[src/verilog/mips_pkg.sv]
package mips_pkg;

    // machine word and register number
    typedef logic [31:0] word_t;
    typedef logic [4:0]  reg_addr_t;

    // primary opcode field, instr[31:26]
    typedef enum logic [5:0] {
        op_special = 6'h00,
        op_j       = 6'h02,
        op_beq     = 6'h04,
        op_bne     = 6'h05,
        op_addiu   = 6'h09,
        op_lui     = 6'h0f,
        op_lw      = 6'h23,
        op_sw      = 6'h2b
    } opcode_t;

    // function field of special, instr[5:0]
    typedef enum logic [5:0] {
        fn_addu = 6'h21,
        fn_subu = 6'h23,
        fn_and  = 6'h24,
        fn_or   = 6'h25,
        fn_slt  = 6'h2a
    } funct_t;

    typedef enum logic [2:0] {
        alu_add,
        alu_sub,
        alu_and,
        alu_or,
        alu_slt,
        alu_lui
    } alu_op_t;

    // where an operand comes from
    typedef enum logic [1:0] {
        fwd_rf,
        fwd_mem,
        fwd_wb
    } fwd_sel_t;

endpackage
[src/verilog/datapath.sv]
module datapath #(
    parameter mips_pkg::word_t reset_pc = '0
) (
    input  logic                clk,
    input  logic                rst_n,
    output mips_pkg::word_t     pc,
    input  mips_pkg::word_t     instr,
    output logic                mread_en,
    output logic                mwrite_en,
    output mips_pkg::word_t     mread_addr,
    output mips_pkg::word_t     mwrite_addr,
    output mips_pkg::word_t     mwrite_data,
    input  mips_pkg::word_t     rd,
    output logic                rfwrite_en,
    output mips_pkg::reg_addr_t rfwrite_addr,
    output mips_pkg::word_t     rfwrite_data,
    output mips_pkg::word_t     wb_pc,
    output logic                stallF,
    output logic                flush_ex
);
    import mips_pkg::*;

    logic      branch_taken, uses_rs, uses_rt, is_branch;
    word_t     branch_target, rs_data, rt_data;
    reg_addr_t rs, rt, d_dest, e_dest, m_dest;
    word_t     d_pc, d_a, d_b, d_imm;
    alu_op_t   d_alu_op;
    logic      d_use_imm, d_reg_wen, d_is_load, d_is_store;
    fwd_sel_t  fwd_a, fwd_b, br_fwd_a, br_fwd_b;
    logic      e_reg_wen, e_is_load, e_is_store, m_reg_wen, m_is_load;
    word_t     e_result, e_store_data, e_pc, mem_result;

    fetch #(.reset_pc(reset_pc)) fetch0 (
        .clk, .rst_n, .stall(stallF), .branch_taken, .branch_target, .pc
    );

    decode decode0 (
        .clk, .rst_n, .stall(stallF), .instr, .f_pc(pc), .rs_data, .rt_data,
        .mem_result, .wb_result(rfwrite_data), .br_fwd_a, .br_fwd_b,
        .rs, .rt, .uses_rs, .uses_rt, .is_branch, .branch_taken, .branch_target,
        .d_pc, .d_a, .d_b, .d_imm, .d_alu_op, .d_use_imm, .d_reg_wen,
        .d_is_load, .d_is_store, .d_dest
    );

    execute execute0 (
        .clk, .rst_n, .bubble(flush_ex), .d_pc, .d_a, .d_b, .d_imm, .d_alu_op,
        .d_use_imm, .d_reg_wen, .d_is_load, .d_is_store, .d_dest, .fwd_a, .fwd_b,
        .mem_result, .wb_result(rfwrite_data), .e_dest, .e_reg_wen, .e_is_load,
        .e_is_store, .e_result, .e_store_data, .e_pc
    );

    memory_writeback memory_writeback0 (
        .clk, .rst_n, .e_dest, .e_reg_wen, .e_is_load, .e_is_store, .e_result,
        .e_store_data, .e_pc, .rd, .mread_en, .mwrite_en, .mread_addr,
        .mwrite_addr, .mwrite_data, .m_dest, .m_reg_wen, .m_is_load, .mem_result,
        .w_dest(rfwrite_addr), .w_reg_wen(rfwrite_en), .wb_result(rfwrite_data),
        .wb_pc
    );

    regfile regfile0 (
        .clk, .rst_n, .wen(rfwrite_en), .waddr(rfwrite_addr), .raddr_a(rs),
        .raddr_b(rt), .wdata(rfwrite_data), .rdata_a(rs_data), .rdata_b(rt_data)
    );

    hazard hazard0 (
        .rs, .rt, .uses_rs, .uses_rt, .is_branch, .e_dest, .m_dest,
        .w_dest(rfwrite_addr), .e_reg_wen, .e_is_load, .m_reg_wen, .m_is_load,
        .w_reg_wen(rfwrite_en), .fwd_a, .fwd_b, .br_fwd_a, .br_fwd_b,
        .stall(stallF), .bubble(flush_ex)
    );

endmodule

[src/verilog/hazard.sv]
module hazard (
    input  mips_pkg::reg_addr_t rs,
    input  mips_pkg::reg_addr_t rt,
    input  logic                uses_rs,
    input  logic                uses_rt,
    input  logic                is_branch,
    input  mips_pkg::reg_addr_t e_dest,
    input  mips_pkg::reg_addr_t m_dest,
    input  mips_pkg::reg_addr_t w_dest,
    input  logic                e_reg_wen,
    input  logic                e_is_load,
    input  logic                m_reg_wen,
    input  logic                m_is_load,
    input  logic                w_reg_wen,
    output mips_pkg::fwd_sel_t  fwd_a,
    output mips_pkg::fwd_sel_t  fwd_b,
    output mips_pkg::fwd_sel_t  br_fwd_a,
    output mips_pkg::fwd_sel_t  br_fwd_b,
    output logic                stall,
    output logic                bubble
);
    import mips_pkg::*;

    logic rs_e, rt_e, rs_m, rt_m, rs_w, rt_w;
    logic load_use;
    logic branch_hold;

    // producer matches, $0 is never forwarded
    assign rs_e = uses_rs && e_reg_wen && e_dest != '0 && e_dest == rs;
    assign rt_e = uses_rt && e_reg_wen && e_dest != '0 && e_dest == rt;
    assign rs_m = uses_rs && m_reg_wen && m_dest != '0 && m_dest == rs;
    assign rt_m = uses_rt && m_reg_wen && m_dest != '0 && m_dest == rt;
    assign rs_w = uses_rs && w_reg_wen && w_dest == rs;
    assign rt_w = uses_rt && w_reg_wen && w_dest == rt;

    // registered by execute, so one stage further on by then
    assign fwd_a = rs_e ? fwd_mem : (rs_m ? fwd_wb : fwd_rf);
    assign fwd_b = rt_e ? fwd_mem : (rt_m ? fwd_wb : fwd_rf);

    // comparator reads in decode right away
    assign br_fwd_a = rs_m ? fwd_mem : (rs_w ? fwd_wb : fwd_rf);
    assign br_fwd_b = rt_m ? fwd_mem : (rt_w ? fwd_wb : fwd_rf);

    assign load_use    = e_is_load && (rs_e || rt_e);
    assign branch_hold = is_branch && (rs_e || rt_e || (m_is_load && (rs_m || rt_m)));

    assign stall  = load_use || branch_hold;
    assign bubble = load_use || branch_hold;

endmodule

[src/verilog/regfile.sv]
module regfile (
    input  logic                clk,
    input  logic                rst_n,
    input  logic                wen,
    input  mips_pkg::reg_addr_t waddr,
    input  mips_pkg::reg_addr_t raddr_a,
    input  mips_pkg::reg_addr_t raddr_b,
    input  mips_pkg::word_t     wdata,
    output mips_pkg::word_t     rdata_a,
    output mips_pkg::word_t     rdata_b
);
    import mips_pkg::*;

    word_t regs [32];

    always_ff @(posedge clk) begin
        if (wen) begin
            regs[waddr] <= wdata;
        end
    end

    // same-cycle write shows through to the reads
    assign rdata_a = (raddr_a == '0) ? '0 :
                     (wen && waddr == raddr_a) ? wdata : regs[raddr_a];
    assign rdata_b = (raddr_b == '0) ? '0 :
                     (wen && waddr == raddr_b) ? wdata : regs[raddr_b];

    // writeback is expected to filter $0
    a_no_zero_write: assert property (
        @(posedge clk) disable iff (!rst_n) wen |-> waddr != '0
    ) else $error("write to register 0");

endmodule

[src/verilog/memory_writeback.sv]
module memory_writeback (
    input  logic                clk,
    input  logic                rst_n,
    input  mips_pkg::reg_addr_t e_dest,
    input  logic                e_reg_wen,
    input  logic                e_is_load,
    input  logic                e_is_store,
    input  mips_pkg::word_t     e_result,
    input  mips_pkg::word_t     e_store_data,
    input  mips_pkg::word_t     e_pc,
    input  mips_pkg::word_t     rd,
    output logic                mread_en,
    output logic                mwrite_en,
    output mips_pkg::word_t     mread_addr,
    output mips_pkg::word_t     mwrite_addr,
    output mips_pkg::word_t     mwrite_data,
    output mips_pkg::reg_addr_t m_dest,
    output logic                m_reg_wen,
    output logic                m_is_load,
    output mips_pkg::word_t     mem_result,
    output mips_pkg::reg_addr_t w_dest,
    output logic                w_reg_wen,
    output mips_pkg::word_t     wb_result,
    output mips_pkg::word_t     wb_pc
);
    import mips_pkg::*;

    word_t m_pc;

    // execute/memory register
    always_ff @(posedge clk) begin
        if (!rst_n) begin
            m_reg_wen <= 1'b0;
            m_is_load <= 1'b0;
            mwrite_en <= 1'b0;
        end else begin
            m_reg_wen <= e_reg_wen;
            m_is_load <= e_is_load;
            mwrite_en <= e_is_store;
        end
    end

    always_ff @(posedge clk) begin
        m_dest      <= e_dest;
        mem_result  <= e_result;
        mwrite_data <= e_store_data;
        m_pc        <= e_pc;
    end

    // data port is driven straight from the register
    assign mread_en    = m_is_load;
    assign mread_addr  = mem_result;
    assign mwrite_addr = mem_result;

    // memory/writeback register, $0 never gets written
    always_ff @(posedge clk) begin
        if (!rst_n) begin
            w_reg_wen <= 1'b0;
        end else begin
            w_reg_wen <= m_reg_wen && (m_dest != '0);
        end
    end

    always_ff @(posedge clk) begin
        w_dest    <= m_dest;
        wb_result <= m_is_load ? rd : mem_result;
        wb_pc     <= m_pc;
    end

    a_rw_exclusive: assert property (
        @(posedge clk) disable iff (!rst_n) !(mread_en && mwrite_en)
    ) else $error("data read and write strobes both high");

endmodule

[src/verilog/execute.sv]
module execute (
    input  logic                clk,
    input  logic                rst_n,
    input  logic                bubble,
    input  mips_pkg::word_t     d_pc,
    input  mips_pkg::word_t     d_a,
    input  mips_pkg::word_t     d_b,
    input  mips_pkg::word_t     d_imm,
    input  mips_pkg::alu_op_t   d_alu_op,
    input  logic                d_use_imm,
    input  logic                d_reg_wen,
    input  logic                d_is_load,
    input  logic                d_is_store,
    input  mips_pkg::reg_addr_t d_dest,
    input  mips_pkg::fwd_sel_t  fwd_a,
    input  mips_pkg::fwd_sel_t  fwd_b,
    input  mips_pkg::word_t     mem_result,
    input  mips_pkg::word_t     wb_result,
    output mips_pkg::reg_addr_t e_dest,
    output logic                e_reg_wen,
    output logic                e_is_load,
    output logic                e_is_store,
    output mips_pkg::word_t     e_result,
    output mips_pkg::word_t     e_store_data,
    output mips_pkg::word_t     e_pc
);
    import mips_pkg::*;

    word_t    q_a;
    word_t    q_b;
    word_t    q_imm;
    alu_op_t  q_alu_op;
    logic     q_use_imm;
    fwd_sel_t q_fwd_a;
    fwd_sel_t q_fwd_b;
    word_t    op_a;
    word_t    alu_b;

    // control part of the decode/execute register
    always_ff @(posedge clk) begin
        if (!rst_n || bubble) begin
            e_reg_wen  <= 1'b0;
            e_is_load  <= 1'b0;
            e_is_store <= 1'b0;
            q_fwd_a    <= fwd_rf;
            q_fwd_b    <= fwd_rf;
        end else begin
            e_reg_wen  <= d_reg_wen;
            e_is_load  <= d_is_load;
            e_is_store <= d_is_store;
            q_fwd_a    <= fwd_a;
            q_fwd_b    <= fwd_b;
        end
    end

    always_ff @(posedge clk) begin
        q_a       <= d_a;
        q_b       <= d_b;
        q_imm     <= d_imm;
        q_alu_op  <= d_alu_op;
        q_use_imm <= d_use_imm;
        e_dest    <= d_dest;
        e_pc      <= d_pc;
    end

    // selects were picked a cycle ago when the producers sat one stage back
    always_comb begin
        case (q_fwd_a)
            fwd_mem: op_a = mem_result;
            fwd_wb:  op_a = wb_result;
            default: op_a = q_a;
        endcase
        case (q_fwd_b)
            fwd_mem: e_store_data = mem_result;
            fwd_wb:  e_store_data = wb_result;
            default: e_store_data = q_b;
        endcase
    end

    assign alu_b = q_use_imm ? q_imm : e_store_data;

    always_comb begin
        case (q_alu_op)
            alu_sub: e_result = op_a - alu_b;
            alu_and: e_result = op_a & alu_b;
            alu_or:  e_result = op_a | alu_b;
            alu_slt: e_result = {31'b0, $signed(op_a) < $signed(alu_b)};
            alu_lui: e_result = {alu_b[15:0], 16'h0000};
            default: e_result = op_a + alu_b;
        endcase
    end

    // a store neither loads nor writes a register
    a_store_flags: assert property (
        @(posedge clk) disable iff (!rst_n) e_is_store |-> !e_reg_wen && !e_is_load
    ) else $error("store in execute also flagged as load or register write");

endmodule

[src/verilog/decode.sv]
module decode (
    input  logic                clk,
    input  logic                rst_n,
    input  logic                stall,
    input  mips_pkg::word_t     instr,
    input  mips_pkg::word_t     f_pc,
    input  mips_pkg::word_t     rs_data,
    input  mips_pkg::word_t     rt_data,
    input  mips_pkg::word_t     mem_result,
    input  mips_pkg::word_t     wb_result,
    input  mips_pkg::fwd_sel_t  br_fwd_a,
    input  mips_pkg::fwd_sel_t  br_fwd_b,
    output mips_pkg::reg_addr_t rs,
    output mips_pkg::reg_addr_t rt,
    output logic                uses_rs,
    output logic                uses_rt,
    output logic                is_branch,
    output logic                branch_taken,
    output mips_pkg::word_t     branch_target,
    output mips_pkg::word_t     d_pc,
    output mips_pkg::word_t     d_a,
    output mips_pkg::word_t     d_b,
    output mips_pkg::word_t     d_imm,
    output mips_pkg::alu_op_t   d_alu_op,
    output logic                d_use_imm,
    output logic                d_reg_wen,
    output logic                d_is_load,
    output logic                d_is_store,
    output mips_pkg::reg_addr_t d_dest
);
    import mips_pkg::*;

    word_t   q_instr;
    opcode_t op;
    funct_t  fn;
    logic    is_jump;
    logic    is_bne;
    word_t   br_a;
    word_t   br_b;
    word_t   pc_plus4;

    // fetch/decode register, an all-zero word is sll $0 and decodes as a no-op
    always_ff @(posedge clk) begin
        if (!rst_n) begin
            q_instr <= '0;
        end else if (!stall) begin
            q_instr <= instr;
        end
    end

    always_ff @(posedge clk) begin
        if (!stall) begin
            d_pc <= f_pc;
        end
    end

    assign op    = opcode_t'(q_instr[31:26]);
    assign fn    = funct_t'(q_instr[5:0]);
    assign rs    = q_instr[25:21];
    assign rt    = q_instr[20:16];
    assign d_imm = {{16{q_instr[15]}}, q_instr[15:0]};
    assign d_a   = rs_data;
    assign d_b   = rt_data;

    always_comb begin
        d_alu_op   = alu_add;
        d_use_imm  = 1'b0;
        d_reg_wen  = 1'b0;
        d_is_load  = 1'b0;
        d_is_store = 1'b0;
        d_dest     = q_instr[15:11];
        uses_rs    = 1'b0;
        uses_rt    = 1'b0;
        is_branch  = 1'b0;
        is_bne     = 1'b0;
        is_jump    = 1'b0;
        case (op)
            op_special: begin
                // unknown funct leaves everything low
                case (fn)
                    fn_addu: d_alu_op = alu_add;
                    fn_subu: d_alu_op = alu_sub;
                    fn_and:  d_alu_op = alu_and;
                    fn_or:   d_alu_op = alu_or;
                    fn_slt:  d_alu_op = alu_slt;
                    default: d_alu_op = alu_add;
                endcase
                d_reg_wen = (fn inside {fn_addu, fn_subu, fn_and, fn_or, fn_slt});
                uses_rs   = d_reg_wen;
                uses_rt   = d_reg_wen;
            end
            op_addiu, op_lui, op_lw: begin
                d_alu_op  = (op == op_lui) ? alu_lui : alu_add;
                d_use_imm = 1'b1;
                d_reg_wen = 1'b1;
                d_is_load = (op == op_lw);
                d_dest    = rt;
                uses_rs   = (op != op_lui);
            end
            op_sw: begin
                d_use_imm  = 1'b1;
                d_is_store = 1'b1;
                uses_rs    = 1'b1;
                uses_rt    = 1'b1;
            end
            op_beq, op_bne: begin
                is_branch = 1'b1;
                is_bne    = (op == op_bne);
                uses_rs   = 1'b1;
                uses_rt   = 1'b1;
            end
            op_j:    is_jump = 1'b1;
            default: is_jump = 1'b0;
        endcase
    end

    // comparator operands, youngest producer first
    always_comb begin
        case (br_fwd_a)
            fwd_mem: br_a = mem_result;
            fwd_wb:  br_a = wb_result;
            default: br_a = rs_data;
        endcase
        case (br_fwd_b)
            fwd_mem: br_b = mem_result;
            fwd_wb:  br_b = wb_result;
            default: br_b = rt_data;
        endcase
    end

    assign pc_plus4     = d_pc + 32'd4;
    assign branch_taken = is_jump || (is_branch && ((br_a == br_b) != is_bne));
    assign branch_target = is_jump ? {pc_plus4[31:28], q_instr[25:0], 2'b00}
                                   : pc_plus4 + {d_imm[29:0], 2'b00};

endmodule

[src/verilog/fetch.sv]
module fetch #(
    parameter mips_pkg::word_t reset_pc = '0
) (
    input  logic            clk,
    input  logic            rst_n,
    input  logic            stall,
    input  logic            branch_taken,
    input  mips_pkg::word_t branch_target,
    output mips_pkg::word_t pc
);
    import mips_pkg::*;

    word_t pc_next;

    // stall wins over a branch, the branch resolves again next cycle
    always_comb begin
        if (stall) begin
            pc_next = pc;
        end else if (branch_taken) begin
            pc_next = branch_target;
        end else begin
            pc_next = pc + 32'd4;
        end
    end

    always_ff @(posedge clk) begin
        if (!rst_n) begin
            pc <= reset_pc;
        end else begin
            pc <= pc_next;
        end
    end

    // targets from decode must keep the fetch address aligned
    a_pc_aligned: assert property (
        @(posedge clk) disable iff (!rst_n) pc[1:0] == 2'b00
    ) else $error("fetch address not word aligned: %h", pc);

endmodule

[config.mk]
export PLATFORM = sky130hd
export DESIGN_NAME = datapath
export DESIGN_NICKNAME = d
export VERILOG_FILES = /design/src/verilog/mips_pkg.sv /design/src/verilog/datapath.sv /design/src/verilog/hazard.sv /design/src/verilog/regfile.sv /design/src/verilog/memory_writeback.sv /design/src/verilog/execute.sv /design/src/verilog/decode.sv /design/src/verilog/fetch.sv
export SDC_FILE = /design/constraint.sdc
export NUM_CORES = 2
export LEC_CHECK = 0
export BUFFER_PORTS_ARGS = -buffer_cell sky130_fd_sc_hd__buf_2
export CELL_PAD_IN_SITES_DETAIL_PLACEMENT = 1
export CELL_PAD_IN_SITES_GLOBAL_PLACEMENT = 2
export CORE_UTILIZATION = 25
export CTS_CLUSTER_SIZE = 20
export DETAILED_ROUTE_END_ITERATION = 8
export GPL_ROUTABILITY_DRIVEN = 0
export MAX_ROUTING_LAYER = met4
export PLACE_DENSITY_LB_ADDON = 0.25
export REMOVE_ABC_BUFFERS = 1
export SKIP_CTS_REPAIR_TIMING = 1
export SYNTH_ARGS = -nofsm -noshare
export SYNTH_HDL_FRONTEND = slang
export SYNTH_HIERARCHICAL = 1
export SYNTH_SLANG_ARGS = --single-unit
[constraint.sdc]
create_clock -name clk -period 4.53 [get_ports clk]
set_input_delay 0.2265 -clock clk [delete_from_list [all_inputs] [get_ports clk]]
set_output_delay 0.2265 -clock clk [all_outputs]
set_load 0.01 [all_outputs]
* Yosys cells after proc, flatten, opt, wreduce, memory -nomap -nowiden *
Memory sizes are Yosys's and may differ from the RTL's. A register that Yosys moved wholly into a read port is not among the register bits.
Index checks and enable logic that the tools add are counted.

storage, ports and cells
  register bits after elaboration = 398
  latch bits = 0
  memory bits (writable) = 1,024
  memory bits (read-only) = 0
  bits of input ports = 66
  output and inout port bits = 202
  memories = 1

memory list
  name           words  width  rd ports  clocked after memory_dff  wr ports  RTL line       RTL
  regfile0.regs  32     32     2         2                         1         regfile.sv:14  word_t regs [32];

cells by class
  add/subtract/negate cells = 5
  multipliers = 0
  divide/modulo/power cells = 0
  $lt $le $gt $ge = 1
  eq/ne operators = 34
  shift operators = 0
  multiplexer cells = 39
  bitwise logic cells = 3
  reduce and logical (&&, ||, !) cells = 43

operator list
  kind                                            count
  two-way mux 32 bit                              8
  case mux 32 bit (2 select lines)                4
  case mux 32 bit (5 select lines)                1
  adder 32 x 3 -> 32 bit (second input constant)  2
  adder 32 bit                                    2
  == test 6 bit (second input constant)           7
  AND 32 bit                                      1
  == test 32 bit                                  1
  < comparator 32 bit                             1
  OR 32 bit                                       1
  subtractor 32 bit                               1
  == test 5 bit                                   6
  two-way mux 5 bit                               5
  logical AND 1 bit                               23
  nonzero test 5 bit                              3
  == test 6 x 3 -> 1 bit (second input constant)  2
  == test 6 x 4 -> 1 bit (second input constant)  2
  two-way mux 2 bit                               6
  case mux 3 bit (4 select lines)                 1
  logical NOT 5 bit                               2
  two-way mux 1 bit                               9
  == test 2 x 1 -> 1 bit (second input constant)  4
  == test 2 bit (second input constant)           4
  OR reduction 2 bit                              4
  other kinds (16)                                25

* Longest topological paths before layout *
  depth in word-level cells = 14
  depth in mapped cells = 27
  mapped depth without buffers = 23

* Cells and area by module *
The synthesis kept the hierarchy.

modules (own cells, without submodules)
  module            times used  cells an instance  area an instance (sq um)  seq. area each (sq um)
  regfile           1           2,514              47,515.6                  30,749.5
  execute           1           1,248              9,557.9                   2,882.8
  decode            1           932                7,343.3                   1,601.5
  memory_writeback  1           280                4,408.0                   3,483.3
  fetch             1           280                2,167.1                   640.6
  hazard            1           63                 480.5                     0.0

* Least setup slack after synthesis *
Ideal clock, no wire load.

  path type = reg-to-reg
  start point = reg execute0.q_fwd_b[0]
  end point = reg memory_writeback0.mem_result[28]
  setup time = 0.059 ns
  data arrival time = 4.547 ns
  setup slack = -0.076 ns
  stages on the path, launching flop included = 24
  path buffers = 4
  clock period less this slack = 4.606 ns
  cells stage by stage = dfxtp_1 > inv_1 > ha_1 > buf_2 > buf_2 > buf_1 > clkbuf_1 > nor2_1 > a21oi_1 > nor2_1 > a21oi_1 > inv_1 > ha_1 > fa_1 > nand2b_1 > a221oi_1 > nor4_1 > o21ai_2 > o31a_2 > a21oi_2 > o311a_4 > nor4b_1 > o32ai_1 > nand2_1

on the way
  longest elaborated chain between the ends = 5
  elaborated cells on any way between the ends = 9
  those cells by class = add/sub (2); eq/ne (2); mux (3); bitwise (2)

ends and longest elaborated chain
  element                                                         RTL line                RTL
  start: declaration                                              execute.sv:35           fwd_sel_t q_fwd_b;
  start signal: assignment                                        execute.sv:46           q_fwd_b <= fwd_rf;
  start signal: assignment                                        execute.sv:52           q_fwd_b <= fwd_b;
  == test 2 bit / == test 2 x 1 -> 1 bit (equally long branches)  execute.sv:73           case (q_fwd_b)
  case mux 32 bit (2 select lines) (*)                            execute.sv:73
  two-way mux 32 bit (*)                                          execute.sv:80           assign alu_b = q_use_imm ? q_imm : e_store_data;
  adder 32 bit (tied with other cells)                            execute.sv:89           default: e_result = op_a + alu_b;
  case mux 32 bit (5 select lines) (*)                            execute.sv:83           case (q_alu_op)
  named net e_result[28]                                          datapath.sv:31          word_t e_result, e_store_data, e_pc, mem_result;
  end signal: assignment                                          memory_writeback.sv:45  mem_result <= e_result;
  end: declaration                                                memory_writeback.sv:20  output mips_pkg::word_t mem_result,

Mark *: on every way through the listed nets, which the timed path passes. The rest lies on a longest branch.
A chain may end at the register's enable or synchronous reset.

* Worst setup path after layout *
  start point = reg decode0.q_instr[16]
  end point = reg fetch0.pc[29]

on the way
  elaborated cells on any way between the ends = 27
  those cells by class = eq/ne (7); mux (6); reduce/logical (14)

RTL lines
  element                               RTL line        RTL
  start: declaration                    decode.sv:33    word_t q_instr;
  start signal: assignment              decode.sv:47    q_instr <= instr;
  == test 5 bit                         regfile.sv:26   (wen && waddr == raddr_b) ? wdata : regs[raddr_b];
  logical AND 1 bit                     regfile.sv:26
  two-way mux 32 bit                    regfile.sv:26
  two-way mux 32 bit (*)                regfile.sv:25   assign rdata_b = (raddr_b == '0) ? '0 :
  named net rt_data[13]                 datapath.sv:24  word_t branch_target, rs_data, rt_data;
  case mux 32 bit (2 select lines) (*)  decode.sv:124   case (br_fwd_b)
  == test 32 bit (*)                    decode.sv:132   assign branch_taken = is_jump || (is_branch && ((br_a == br_b) != is_bne));
  inequality test 1 bit (*)             decode.sv:132
  logical AND 1 bit (*)                 decode.sv:132
  logical OR 1 bit (*)                  decode.sv:132
  named net branch_taken                datapath.sv:23  logic branch_taken, uses_rs, uses_rt, is_branch;
  two-way mux 32 bit (*)                fetch.sv:19     end else if (branch_taken) begin
  end signal: assignment                fetch.sv:28     pc <= reset_pc;
  end signal: assignment                fetch.sv:30     pc <= pc_next;
  end: declaration                      fetch.sv:9      output mips_pkg::word_t pc

Marks and branches as above.

==> metrics.txt <==
final worst setup slack -0.726 ns; Max Root-Sink Buffers 4; sequential group share of total power between 40% and 50%; H-Tree Depth 4; post-synthesis cell type count between 100 and 150; largest voltage drop on the vdd net 273 µV; sequential share of the synthesized area between 50% and 60%; Die Wd 537 µm; number of buffers added by the clock tree synthesis step ~180; first-pass GRT wire length about 430 mm; total power per unit cell area between 400 and 500 mW/mm²; I/O pin total approximately 270; highest attainable clock frequency 190 MHz; status finished, violations left; DR WL/cell roughly 31 µm; worst endpoint required time around 5.3 ns; layout-stage area growth over the synthesis result 29.2%; number of DRC markers after the initial detailed-route iteration 4,650; CTS tree done; final routed DRC violation total 0; cell row count between 150 and 200; Maximum Capacitance Violations 0; wire length reported by the detailed router between 300 and 400 mm; failing checks negative setup slack; Die Span Y between 500 and 600 µm; vias per cell ~5.3; crit start category flop; global-route track usage on met3 ~2.9%; depth of the worst register-to-register path 24; capturing element type of the critical path flop; number of warnings printed during yosys synthesis 6; final design instance area without fill between 0.09 and 0.1 mm²; power share of the combinational group roughly 22%; Die Footprint approximately 0.29 mm²; number of inserted filler cells in the final layout ~30,000; unrepaired setup endpoints after global routing yes; final setup fails 32; most frequent standard cell in the layout excluding fill and tap cells edfxtp_1; Cells on Worst Hold Path 2; clk sink count between 1,000 and 1,500; residual antenna-violating net count after detailed routing 0; clock slew at reported path FFs around 0.060 ns; Max-slew headroom roughly 27%; Syn Std Cell Area approximately 0.071 mm²; fraction of synthesis flops using an asynchronous set or reset pin 0%; area of the core 0.283 mm²; overall overflow remaining after global route 0; net switching power 12.2 mW; number of enable flip-flop cells after synthesis around 1,100; pre-CTS setup slack -1.21 ns; Main synth FF type edfxtp_1; total power after layout 39.5 mW; fraction of layout instances using a drive strength above 1 between 30% and 40%; GRT Max-Usage Layer met2; initial antenna violation count 18; clock share of power a little over a third; drt pass-1 iters 6; via count of the first global-routing pass roughly 54,000; transition time at the pin with the least slew margin between 1 and 1.5 ns; arrival time reported for the critical path endpoint slightly above 6 ns; worst clock skew approximately 0.087 ns; part of the cycle the worst path needs 116%; number of slew-limit violations in the final report 0; number of nets in the layout around 6,500; total half-perimeter wirelength after legalization and detailed placement ~220 mm; Power Internal 27.3 mW; fin crit period 5.26 ns; port buffer count between 200 and 300; clk root buf clkbuf_16; met2 track demand over resource in global routing between 30% and 40%; Synth Instances 5,317; Switching Fraction 30.8%; met1 usage ~30%; via count 53,800; Seq cells post-synth between 1,000 and 1,500; leading cell types in the layout, fill and taps excluded edfxtp_1, buf_4, mux4_2, dfxtp_1, mux2i_1; maximum number of pins on one net before global-route repair 39; standard cell area after detailed placement approximately 0.083 mm²; Initial Utilization about a quarter; Hold/Removal Path Class in -> reg; worst-path maximum fanout 7; Worst Setup Path Type reg -> reg; source-to-sink clock delay at the later pin of the worst-skew pair roughly 0.9 ns; Leakage between 30 and 40 nW; total routing resource utilization after global routing about 22%; synthesized area divided by synthesized cell count around 13 µm²; final hold violation count 0
flip-flops by register name, indices dropped and copies added, names as in the netlist, 2 cells and up:
signal	count
regfile0/regs	1024
decode0/d_pc	32
decode0/q_instr	32
execute0/e_pc	32
execute0/q_a	32
execute0/q_b	32
execute0/q_imm	32
fetch0/pc	32
memory_writeback0/m_pc	32
memory_writeback0/mem_result	32
memory_writeback0/mwrite_data	32
memory_writeback0/wb_pc	32
memory_writeback0/wb_result	32
execute0/e_dest	5
memory_writeback0/m_dest	5
memory_writeback0/w_dest	5
execute0/q_alu_op	3
execute0/q_fwd_a	2
execute0/q_fwd_b	2
metal layers:
| metal | part of all wire, % | vias to the layer above |
|---|---|---|
| met4 | 3.6 | 0 |
| met3 | 5.3 | 457 |
| li1 | - | 22700 |
| met1 | 45 | 28800 |
| met2 | 46 | 1843 |
| met5 | 0 | - |
kinds of logic after synthesis:
group                      after synthesis  share of synthesized area (%)
AOI/OAI and AO/OA                     1291                           12.4
adders and majority gates              144                           2.55
muxes                                  722                           17.2
DFF                                   1438                           55.1
xor gates and xnor gates               129                           1.58
and+or+nand+nor                        891                           6.06
buffers and inverters                  702                           5.11
critical path, stage by stage, from the launching register on:
cell and delay, ns:
dfxtp_4 0.38, buf_12 0.15, buf_16 0.18, buf_12 0.17, buf_8 0.13, mux4_2 0.49
a22o_1 0.25, a2111oi_2 0.27, a21oi_1 0.07, buf_4 0.20, a22o_4 0.24, nand2_1 0.06
o21ai_1 0.09, xnor2_2 0.31, nand4_1 0.22, nor4_4 0.41, buf_4 0.23, xnor2_2 0.13
o21ai_2 0.07, buf_6 0.16, buf_8 0.13, nand2b_4 0.15, or3_1 0.33, nor4_1 0.16
nand3b_1 0.14
area by class of cell:
cell class | instances | area [µm²] | share of cell area [%]
Sequential cell | 1438 | 39400 | 42.7
Multi-Input combinational cell | 3177 | 30100 | 32.6
Timing Repair Buffer | 1357 | 11800 | 12.7
Clock buffer | 220 | 4880 | 5.29
Tap cell | 3743 | 4680 | 5.07
Clock inverter | 101 | 910 | 0.985
Inverter | 161 | 608 | 0.658
Antenna cell | 9 | 22.5 | 0.0244
path summary, 6_finish.rpt:
kind                                                    startpoint                                  end  slack (ns)
worst max register to register    decode0/q_instr[16]$_SDFFE_PN0N_           fetch0/pc[29]$_SDFFE_PN0N_       -0.73
worst min register to register  memory_writeback0/m_pc[29]$_DFF_P_  memory_writeback0/wb_pc[29]$_DFF_P_        0.32
worst max-delay path              decode0/q_instr[16]$_SDFFE_PN0N_           fetch0/pc[29]$_SDFFE_PN0N_       -0.73
worst min-delay path                                         rst_n           fetch0/pc[22]$_SDFFE_PN0N_        0.02
per-stage QoR:
| step | hold WS (ns) | utilization [%] | cells | TNS [ns] |
|---|---|---|---|---|
| 2_1_floorplan | 0.310 | - | 4776 | -1823.24 |
| 3_3_place_gp | 0.311 | 29.3 | 9697 | -43.55 |
| 3_5_place_dp | 0.313 | 29.3 | 9697 | -40.27 |
| 4_1_cts | -0.457 | 31.4 | 10000 | -43.98 |
| 5_1_grt | -0.00433 | 32.6 | 10200 | -22.13 |
| 6_report | 0.0202 | 32.6 | 10200 | -19.41 |
Yosys cell counts (all sizes together), types with 141 or more instances:
cell       n  area [µm²]
nand2    278        1050
mux2i    282        2820
clkbuf   214         817
nor2     237         892
o21ai    250        1260
buf      327        2230
ha       141        1760
a21oi    292        1490
dfxtp    382        7650
edfxtp  1056       31700
inv      158         593
mux4     400        9010
a22oi    240        1800
power groups by stage:
stage | Combinational (mW) | Sequential, mW | Clock [mW]
global route | 9.10 | 16.6 | 15.2
detailed placement | 8.11 | 16.8 | 0
global placement | 8.03 | 16.8 | 0
CTS | 8.14 | 16.5 | 14.8
floorplan | 2.79 | 17.5 | 0
finish | 8.55 | 16.5 | 14.4
No activity file was read; power rests on OpenSTA's default activity.
